[src/readout_pkg.sv]
////////////////////////////////////////////////////////////////////////////
// Readout package
// Word format, data identifiers, buffer sizes and the shared types of the
// readout data path
////////////////////////////////////////////////////////////////////////////
package readout_pkg;

    localparam int WORD_W        = 32;
    localparam int FE_W          = 24;
    localparam int TDC_W         = 12;     // Width field, saturates at all ones
    localparam int TDC_CNT_W     = 16;
    localparam int SRC_N         = 3;
    localparam int SRC_DEPTH     = 8;
    localparam int OUT_DEPTH     = 32;
    localparam int NEAR_FULL_GAP = 4;      // Free slots at which near-full rises
    localparam int TRIG_BIT      = 31;

    localparam logic [3:0] TDC_ID = 4'b0100;
    localparam logic [3:0] FE_ID  = 4'b0010;

    typedef enum logic [2:0] {
        IDLE,
        WRITE_WORD,
        CMD_REQ,
        CMD_RELEASE,
        HOLD_DRAIN
    } trig_state_t;

    // Source index, doubles as the grant code
    typedef enum logic [1:0] {
        SRC_TLU = 2'd0,
        SRC_TDC = 2'd1,
        SRC_FE  = 2'd2
    } src_sel_t;

    typedef struct packed {
        logic not_empty;
        logic hold;          // Keep priority until drained
    } src_req_t;

    typedef struct packed {
        logic [3:0]           id;
        logic [TDC_CNT_W-1:0] evt_cnt;
        logic [TDC_W-1:0]     width;
    } tdc_word_t;

    typedef struct packed {
        logic [3:0]      id;
        logic [3:0]      rsvd;
        logic [FE_W-1:0] payload;
    } fe_word_t;

endpackage

[src/word_fifo.sv]
////////////////////////////////////////////////////////////////////////////
// Word FIFO
// Synchronous first-word-fall-through buffer with full and near-full flags
////////////////////////////////////////////////////////////////////////////
`timescale 1ns/1ps

module word_fifo import readout_pkg::*; #(
    parameter int DEPTH = 8
) (
    input  logic              bus_clk,
    input  logic              rst_n,
    input  logic              wr,
    input  logic [WORD_W-1:0] din,
    input  logic              rd,
    output logic [WORD_W-1:0] dout,
    output logic              empty,
    output logic              full,
    output logic              near_full
);

    logic [WORD_W-1:0]          mem [DEPTH];
    logic [$clog2(DEPTH)-1:0]   wr_ptr;
    logic [$clog2(DEPTH)-1:0]   rd_ptr;
    logic [$clog2(DEPTH+1)-1:0] cnt;    // Words stored
    logic                       do_wr;
    logic                       do_rd;

    assign do_wr = wr && !full;     // Drop writes when full
    assign do_rd = rd && !empty;

    assign empty     = (cnt == 0);
    assign full      = (cnt == DEPTH);
    assign near_full = (cnt >= DEPTH - NEAR_FULL_GAP);
    assign dout      = mem[rd_ptr]; // Head word always visible

    always_ff @(posedge bus_clk) begin
        if (do_wr)
            mem[wr_ptr] <= din;
    end

    always_ff @(posedge bus_clk) begin
        if (!rst_n) begin
            wr_ptr <= '0;
            rd_ptr <= '0;
            cnt    <= '0;
        end else begin
            if (do_wr)
                wr_ptr <= (wr_ptr == DEPTH - 1) ? '0 : wr_ptr + 1'b1;
            if (do_rd)
                rd_ptr <= (rd_ptr == DEPTH - 1) ? '0 : rd_ptr + 1'b1;
            case ({do_wr, do_rd})
                2'b10:   cnt <= cnt + 1'b1;
                2'b01:   cnt <= cnt - 1'b1;
                default: ;  // Push and pop together keep the count
            endcase
        end
    end

endmodule

[src/tlu_ctrl.sv]
////////////////////////////////////////////////////////////////////////////
// Trigger controller
// Accepts triggers, numbers them, raises busy and starts the command
// sequencer through a four-phase handshake
////////////////////////////////////////////////////////////////////////////
`timescale 1ns/1ps

module tlu_ctrl import readout_pkg::*; (
    input  logic              bus_clk,
    input  logic              rst_n,
    input  logic              trig_en,
    input  logic              trig_in,
    input  logic              veto,
    input  logic              fifo_full,
    input  logic              fifo_empty,
    output logic              wr,
    output logic [WORD_W-1:0] word,
    output logic              hold,
    output logic              busy,
    output logic              cmd_req,
    input  logic              cmd_ack
);

    trig_state_t         state;
    trig_state_t         state_nxt;
    logic [1:0]          trig_sync;     // Two-flop synchronizer
    logic                trig_prev;
    logic                trig_rise;
    logic                accept;
    logic [TRIG_BIT-1:0] trig_num;

    always_ff @(posedge bus_clk) begin
        if (!rst_n) begin
            trig_sync <= '0;
            trig_prev <= 1'b0;
        end else begin
            trig_sync <= {trig_sync[0], trig_in};
            trig_prev <= trig_sync[1];
        end
    end

    assign trig_rise = trig_sync[1] && !trig_prev;
    assign accept    = trig_rise && trig_en && !veto && !fifo_full;

    always_comb begin
        state_nxt = state;
        case (state)
            IDLE: begin
                if (accept)
                    state_nxt = WRITE_WORD;
            end
            WRITE_WORD: state_nxt = CMD_REQ;
            CMD_REQ: begin
                if (cmd_ack)
                    state_nxt = CMD_RELEASE;
            end
            CMD_RELEASE: begin
                // Sequencer done once ack drops
                if (!cmd_ack)
                    state_nxt = fifo_empty ? IDLE : HOLD_DRAIN;
            end
            HOLD_DRAIN: begin
                // Not busy here, so a new trigger is taken as in IDLE
                if (accept)
                    state_nxt = WRITE_WORD;
                else if (fifo_empty)
                    state_nxt = IDLE;
            end
            default: state_nxt = IDLE;
        endcase
    end

    always_ff @(posedge bus_clk) begin
        if (!rst_n) begin
            state    <= IDLE;
            trig_num <= '0;
        end else begin
            state <= state_nxt;
            if (state == WRITE_WORD)
                trig_num <= trig_num + 1'b1;  // Next trigger number
        end
    end

    assign wr      = (state == WRITE_WORD);
    assign word    = {1'b1, trig_num};    // TRIG_BIT marks a trigger word
    assign cmd_req = (state == CMD_REQ);
    assign busy    = (state == WRITE_WORD) || (state == CMD_REQ) ||
                     (state == CMD_RELEASE);
    assign hold    = (state != IDLE);     // Priority until words drained

endmodule

[src/tdc_meas.sv]
////////////////////////////////////////////////////////////////////////////
// Pulse-width TDC
// Counts the high time of tdc_in and emits one numbered word per pulse
////////////////////////////////////////////////////////////////////////////
`timescale 1ns/1ps

module tdc_meas import readout_pkg::*; (
    input  logic              bus_clk,
    input  logic              rst_n,
    input  logic              tdc_in,
    input  logic              fifo_full,
    output logic              wr,
    output logic [WORD_W-1:0] word,
    output logic              tdc_overflow
);

    logic                 tdc_prev;
    logic                 tdc_fall;
    logic [TDC_W-1:0]     width_cnt;
    logic [TDC_CNT_W-1:0] evt_cnt;
    logic                 wr_q;
    tdc_word_t            word_q;

    assign tdc_fall = tdc_prev && !tdc_in;

    always_ff @(posedge bus_clk) begin
        if (!rst_n) begin
            tdc_prev     <= 1'b0;
            width_cnt    <= '0;
            evt_cnt      <= '0;
            wr_q         <= 1'b0;
            tdc_overflow <= 1'b0;
        end else begin
            tdc_prev <= tdc_in;
            wr_q     <= tdc_fall;
            if (tdc_fall) begin
                width_cnt <= '0;
                evt_cnt   <= evt_cnt + 1'b1;  // Counts lost pulses too
            end else if (tdc_in && width_cnt != '1) begin
                width_cnt <= width_cnt + 1'b1;  // Saturating
            end
            if (wr_q && fifo_full)
                tdc_overflow <= 1'b1;     // Sticky until reset
        end
    end

    always_ff @(posedge bus_clk) begin
        if (tdc_fall) begin
            word_q.id      <= TDC_ID;
            word_q.evt_cnt <= evt_cnt;
            word_q.width   <= width_cnt;
        end
    end

    assign wr   = wr_q;     // FIFO drops it when full
    assign word = word_q;

endmodule

[src/fe_rx_port.sv]
////////////////////////////////////////////////////////////////////////////
// Front-end word port
// Slave side of the fe_req/fe_ack handshake, tags words with FE_ID
////////////////////////////////////////////////////////////////////////////
`timescale 1ns/1ps

module fe_rx_port import readout_pkg::*; (
    input  logic              bus_clk,
    input  logic              rst_n,
    input  logic              fe_req,
    input  logic [FE_W-1:0]   fe_data,
    output logic              fe_ack,
    input  logic              fifo_full,
    output logic              wr,
    output logic [WORD_W-1:0] word
);

    logic     take;
    logic     wr_q;
    fe_word_t word_q;

    // New request, ack still low, room in the FIFO
    assign take = fe_req && !fe_ack && !fifo_full;

    always_ff @(posedge bus_clk) begin
        if (!rst_n) begin
            fe_ack <= 1'b0;
            wr_q   <= 1'b0;
        end else begin
            wr_q <= take;
            if (take)
                fe_ack <= 1'b1;
            else if (!fe_req)
                fe_ack <= 1'b0;   // Return to zero
        end
    end

    always_ff @(posedge bus_clk) begin
        if (take) begin
            word_q.id      <= FE_ID;
            word_q.rsvd    <= '0;
            word_q.payload <= fe_data;
        end
    end

    assign wr   = wr_q;
    assign word = word_q;

endmodule

[src/rr_arbiter.sv]
////////////////////////////////////////////////////////////////////////////
// Round-robin arbiter
// Moves one source word per cycle to the output FIFO, a holding source
// takes priority
////////////////////////////////////////////////////////////////////////////
`timescale 1ns/1ps

module rr_arbiter import readout_pkg::*; (
    input  logic                           bus_clk,
    input  logic                           rst_n,
    input  src_req_t [SRC_N-1:0]           req,
    input  logic [SRC_N-1:0][WORD_W-1:0]   din,
    output logic [SRC_N-1:0]               read_grant,
    input  logic                           out_near_full,
    output logic                           wr,
    output logic [WORD_W-1:0]              dout
);

    src_sel_t last_sel;
    src_sel_t sel;
    logic     found;

    function automatic src_sel_t step_src(src_sel_t s, int n);
        int k;
        k = (int'(s) + n) % SRC_N;
        return src_sel_t'(k[1:0]);
    endfunction

    always_comb begin
        sel   = last_sel;
        found = 1'b0;
        if (!out_near_full) begin   // In-flight word must still fit
            if (req[SRC_TLU].hold && req[SRC_TLU].not_empty) begin
                sel   = SRC_TLU;
                found = 1'b1;
            end else begin
                // Search starts after the last winner
                for (int i = 1; i <= SRC_N; i++) begin
                    if (!found && req[step_src(last_sel, i)].not_empty) begin
                        sel   = step_src(last_sel, i);
                        found = 1'b1;
                    end
                end
            end
        end
    end

    always_comb begin
        read_grant = '0;
        if (found)
            read_grant[sel] = 1'b1;
    end

    always_ff @(posedge bus_clk) begin
        if (!rst_n) begin
            last_sel <= SRC_FE;     // First search begins at TLU
            wr       <= 1'b0;
        end else begin
            wr <= found;
            if (found)
                last_sel <= sel;
        end
    end

    always_ff @(posedge bus_clk) begin
        if (found)
            dout <= din[sel];
    end

endmodule

[src/readout_top.sv]
////////////////////////////////////////////////////////////////////////////
// Readout top level
// Trigger, TDC and front-end sources merged into one host output buffer
////////////////////////////////////////////////////////////////////////////
`timescale 1ns/1ps

module readout_top import readout_pkg::*; (
    input  logic              bus_clk,
    input  logic              rst_n,
    input  logic              trig_en,
    input  logic              trig_in,
    input  logic              tdc_in,
    input  logic              fe_req,
    input  logic [FE_W-1:0]   fe_data,
    output logic              fe_ack,
    output logic              cmd_req,
    input  logic              cmd_ack,
    output logic              busy,
    output logic              tdc_overflow,
    input  logic              out_read,
    output logic              out_valid,
    output logic [WORD_W-1:0] out_data,
    output logic              out_full,
    output logic              out_near_full
);

    logic [SRC_N-1:0]             src_wr;
    logic [SRC_N-1:0][WORD_W-1:0] src_word;
    logic [SRC_N-1:0]             src_full;
    logic [SRC_N-1:0]             src_empty;
    logic [SRC_N-1:0][WORD_W-1:0] src_dout;
    logic [SRC_N-1:0]             read_grant;
    src_req_t [SRC_N-1:0]         src_req;
    logic                         tlu_hold;
    logic                         arb_wr;
    logic [WORD_W-1:0]            arb_dout;
    logic                         out_empty;

    assign src_req[SRC_TLU] = '{not_empty: !src_empty[SRC_TLU], hold: tlu_hold};
    assign src_req[SRC_TDC] = '{not_empty: !src_empty[SRC_TDC], hold: 1'b0};
    assign src_req[SRC_FE]  = '{not_empty: !src_empty[SRC_FE],  hold: 1'b0};
    assign out_valid        = !out_empty;

    tlu_ctrl tlu_ctrl0 (
        .bus_clk, .rst_n, .trig_en, .trig_in,
        .veto       (out_full),           // Output buffer full blocks triggers
        .fifo_full  (src_full[SRC_TLU]),
        .fifo_empty (src_empty[SRC_TLU]),
        .wr         (src_wr[SRC_TLU]),
        .word       (src_word[SRC_TLU]),
        .hold       (tlu_hold),
        .busy, .cmd_req, .cmd_ack
    );

    tdc_meas tdc_meas0 (
        .bus_clk, .rst_n, .tdc_in,
        .fifo_full (src_full[SRC_TDC]),
        .wr        (src_wr[SRC_TDC]),
        .word      (src_word[SRC_TDC]),
        .tdc_overflow
    );

    fe_rx_port fe_rx_port0 (
        .bus_clk, .rst_n, .fe_req, .fe_data, .fe_ack,
        .fifo_full (src_full[SRC_FE]),
        .wr        (src_wr[SRC_FE]),
        .word      (src_word[SRC_FE])
    );

    // One source FIFO per arbiter input
    for (genvar i = 0; i < SRC_N; i++) begin : g_src_fifo
        word_fifo #(.DEPTH(SRC_DEPTH)) src_fifo (
            .bus_clk, .rst_n,
            .wr        (src_wr[i]),
            .din       (src_word[i]),
            .rd        (read_grant[i]),
            .dout      (src_dout[i]),
            .empty     (src_empty[i]),
            .full      (src_full[i]),
            .near_full ()
        );
    end

    rr_arbiter rr_arbiter0 (
        .bus_clk, .rst_n,
        .req        (src_req),
        .din        (src_dout),
        .read_grant (read_grant),
        .out_near_full,
        .wr         (arb_wr),
        .dout       (arb_dout)
    );

    word_fifo #(.DEPTH(OUT_DEPTH)) out_fifo (
        .bus_clk, .rst_n,
        .wr        (arb_wr),
        .din       (arb_dout),
        .rd        (out_read),
        .dout      (out_data),
        .empty     (out_empty),
        .full      (out_full),
        .near_full (out_near_full)
    );

endmodule

[config.mk]
export PLATFORM = sky130hd
export DESIGN_NAME = readout_top
export DESIGN_NICKNAME = d
export VERILOG_FILES = /design/src/readout_pkg.sv /design/src/word_fifo.sv /design/src/tlu_ctrl.sv /design/src/tdc_meas.sv /design/src/fe_rx_port.sv /design/src/rr_arbiter.sv /design/src/readout_top.sv
export SDC_FILE = /design/constraint.sdc
export NUM_CORES = 2
export LEC_CHECK = 0
export ABC_AREA = 1
export BUFFER_PORTS_ARGS = -buffer_cell sky130_fd_sc_hd__buf_2
export CORE_UTILIZATION = 50
export CTS_CLUSTER_SIZE = 14
export DETAILED_ROUTE_END_ITERATION = 8
export GPL_ROUTABILITY_DRIVEN = 0
export PLACE_DENSITY = 0.78
export RECOVER_POWER = 25
export SLEW_MARGIN = 15
export SYNTH_ARGS = -nofsm -noshare
export SYNTH_HDL_FRONTEND = slang
export SYNTH_SLANG_ARGS = --single-unit
[constraint.sdc]
create_clock -name bus_clk -period 3.67 [get_ports bus_clk]
set_clock_uncertainty 0.1 [all_clocks]
set_input_delay 0.5505 -clock bus_clk [delete_from_list [all_inputs] [get_ports bus_clk]]
set_output_delay 0.5505 -clock bus_clk [all_outputs]
set_load 0.03 [all_outputs]
==> flow_summary.ini <==
[floorplan]
die_w_um = 388
die_h_um = 388
row_count = 141
ios = 71
start_util = 0.504
die_area_mm2 = 0.150
core_area_mm2 = 0.148

[clocking]
htree_levels = 4
tritoncts = built
cts_buffers = 180
root_buffer = clkbuf_16
path_clk_slew_ns = 0.06
clk_latency_ns = 0.82
clock-sinks = 1905
ctsLongestPathBuffers = 3

[detailed_routing]
dr_wl_met2_mm = 95.2
top_layer = met5
routed_wl_mm = 200
ant_nets = 0
viasPerCell = 6.36
via_count = 49900
firstDrtPassIters = 6
drc = 0
wl_per_cell_um = 25.5
m1WireLength_mm = 71.5
dr_wl_met3_mm = 23.6
drt-initial-drc-count = 7772

[timing]
fmaxAchievable_mhz = 268
max_slew.worst_pin.slew_ns = 1.21
hold_viol_final = 0
fin_ws_ns = -0.0658
finalCritPeriodShare = 1.02
drv_slew = 0
maxSlewHeadroom = 0.191
layout_min_cycle_time_ns = 3.74
rsz0062_at_grt = yes
setup_viol = 7

[global_routing]
antenna_found_initial = 2
grt-ovfl-total = 0
grt_max_degree = 129
first_global_vias = 48100
grt_first_pass_wirelength_mm = 289
grt_usage = 0.254

[finish]
layout_common_cells = edfxtp_1, nor2_1, o21ai_0
area_growth_pct = 15.0
n_fill_cell = 10700
mostFrequentLayoutCell = edfxtp_1
antenna_cells = 0
drive_gt1_frac = 0.120
layout.cells.non_filler = 7858
fin_nets = 5848

[yosys]
ys_async_sr_fraction = 0
avgSynthCellArea_um2 = 13.2
synth_nets = 5694
synth_edf_count = 1772
synth_xor_area_frac = 0.00388
synth_simple_gate_area_share = 0.0835
synth_top_family_by_area = compound AO/OA/AOI/OAI gates
synth_cells = 5622
yosys_warnings = 0
ys_types = 53
synthFlopType = edfxtp_1
synth-seq-cells = 1905
netlist_area_mm2 = 0.0745
synth_compound_area_frac = 0.128
muxShareOfSynthArea = 0
synth_fa_ha_area_frac = 0.00682
yosysSeqAreaShare = 0.750

[place]
dp.cells = 7441
place_worst_setup_slack_ns = 0.181
dp.final_hpwl_mm = 106
io_buffers = 70

[power]
peakVddDrop_v = 0.00132
leakagePower_uw = 0.0280
powerDensity_mw_per_mm2 = 771

[critical_path]
crit_required_ns = 3.02
crit_path_end_kind = primary output
worst-path-max-fanout = 16
critPathArrivalTime_ns = 3.09
start_kind = flip-flop
worst-setup-path-type = flip-flop to primary output

[min_path]
min_path_type = primary input to flip-flop

[status]
status = complete, but fails checks
violations = negative setup slack

[flow_run]
max_cap_violations = 0
## per-layer routing
metal | up-vias | GRT usage
li1 | 21400 | -
met1 | 24400 | 0.332
met2 | 3572 | 0.415
met3 | 635 | 0.0439
met4 | 2 | 0.119
met5 | - | 0
## critical path: stages (launching register included)
cell and delay (ns):
dfxtp_4 0.39, buf_12 0.17, inv_16 0.10, buf_16 0.20, buf_4 0.15, clkbuf_16 0.18
o21ai_0 0.12, o221ai_1 0.24, nand3_1 0.17, a32oi_2 0.31, buf_4 0.21
## flip-flops by register name, summed over array words and instances, names as in the netlist, named ones only
register                    cells
out_fifo.wr_ptr                 5
tlu_ctrl0.trig_num             31
tdc_meas0.width_cnt            12
tdc_meas0.evt_cnt              16
tlu_ctrl0.state                 3
tdc_meas0.tdc_prev              1
out_fifo.cnt                    6
tlu_ctrl0.trig_prev             1
tdc_meas0.tdc_overflow          1
out_fifo.mem                 1024
fe_rx_port0.fe_ack              1
rr_arbiter0.wr                  1
tdc_meas0.word                 28
fe_rx_port0.wr                  1
rr_arbiter0.dout               32
out_fifo.rd_ptr                 5
g_src_fifo.src_fifo.cnt        12
tlu_ctrl0.trig_sync             2
g_src_fifo.src_fifo.mem       664
g_src_fifo.src_fifo.rd_ptr      9
g_src_fifo.src_fifo.wr_ptr      9
fe_rx_port0.word               24
tdc_meas0.wr                    1
rr_arbiter0.last_sel            2
## final cells by class
class | instances | area, um^2 | area share
repair buffers | 327 | 3640 | 0.0426
clock buffers | 233 | 4780 | 0.0559
multi-input cells | 3197 | 17100 | 0.200
flip-flops and latches | 1905 | 55900 | 0.653
well taps | 1930 | 2410 | 0.0282
clock inverters | 101 | 1090 | 0.0127
repair inverters | 4 | 37.5 | 0.000438
inverters | 161 | 657 | 0.00767
## power by group
group          internal, uW  switching [uW]
Sequential            26900            2110
Combinational          5750           12700
Clock                 10300            8200
Total                 43000           23000
## what timing repair did
| item | in CTS | in global routing |
|---|---|---|
| endpoints found under the setup margin | 32 | 34 |
| pin swaps | 10 | 27 |
| setup buffers | 21 | 12 |
| resized for setup | 68 | 83 |
| hold buffers | 27 | 0 |
| hold endpoints to repair | 28 | 0 |
| cloned | 9 | 11 |
## cells in the mapped netlist (3+ instances only)
| library cell | count | area (um^2) |
|---|---|---|
| nand2_2 | 6 | 37.5 |
| nor3_1 | 34 | 170 |
| buf_1 | 22 | 82.6 |
| nand4_1 | 12 | 75.1 |
| o21ai_0 | 928 | 4640 |
| a21oi_1 | 100 | 500 |
| nand3b_1 | 4 | 30.0 |
| xnor2_1 | 8 | 70.1 |
| clkinv_1 | 4 | 15.0 |
| a32oi_1 | 32 | 280 |
| o22ai_1 | 117 | 732 |
| clkbuf_1 | 293 | 1100 |
| o221ai_1 | 277 | 2430 |
| inv_2 | 6 | 22.5 |
| inv_1 | 150 | 563 |
| a31oi_1 | 33 | 206 |
| xor2_1 | 25 | 219 |
| a211oi_1 | 3 | 22.5 |
| a32o_1 | 29 | 290 |
| o21ai_1 | 31 | 155 |
| nand3_2 | 5 | 50.1 |
| o21a_1 | 3 | 22.5 |
| o21ai_2 | 20 | 175 |
| nand2_1 | 330 | 1240 |
| nor4_1 | 5 | 31.3 |
| buf_2 | 40 | 200 |
| nor2_1 | 1000 | 3750 |
| and3_1 | 3 | 18.8 |
| ha_1 | 39 | 488 |
| nor3b_1 | 4 | 30.0 |
| edfxtp_1 | 1772 | 53200 |
| nor2_4 | 3 | 33.8 |
| dfxtp_1 | 133 | 2660 |
| nor2_2 | 9 | 56.3 |
| nand3_1 | 117 | 586 |
| or2_2 | 3 | 18.8 |
## kinds of logic (layout without fill, tap and decap cells)
kind of cell | count (synthesis) | count (layout)
DFF | 1905 | 1905
AOI/OAI and AO/OA | 1581 | 1581
and+or+nand+nor | 1543 | 1543
buffers and inverters | 520 | 826
adders and majority gates | 40 | 40
xor gates and xnor gates | 33 | 33
## final timing paths
path / startpoint / endpoint / slack [ns] / cells past startpoint
worst min-delay path: cmd_ack / tlu_ctrl0.state[1] / 0.04 / 4
worst min register to register: tlu_ctrl0.trig_sync[0] / tlu_ctrl0.trig_sync[1] / 0.32 / 2
worst max-delay path: flip-flop / out_data[25] / -0.07 / 10
worst max register to register: rr_arbiter0.last_sel[0] / g_src_fifo[1].src_fifo.cnt[3] / 0.20 / 20
## per-stage QoR
stage	util	power [uW]	setup TNS (ns)	hold WS, ns	instance area [um^2]
2_1_floorplan	-	39000	0	0.290	74500
3_5_place_dp	0.528	45800	0	0.305	78100
3_3_place_gp	0.528	45200	0	0.292	78100
6_report	0.579	66000	-0.126	0.0425	85600
4_1_cts	0.575	64900	-0.0144	0.00311	85000
5_1_grt	0.579	68100	-0.822	0.0747	85600
No activity file was read; power rests on OpenSTA's default activity.
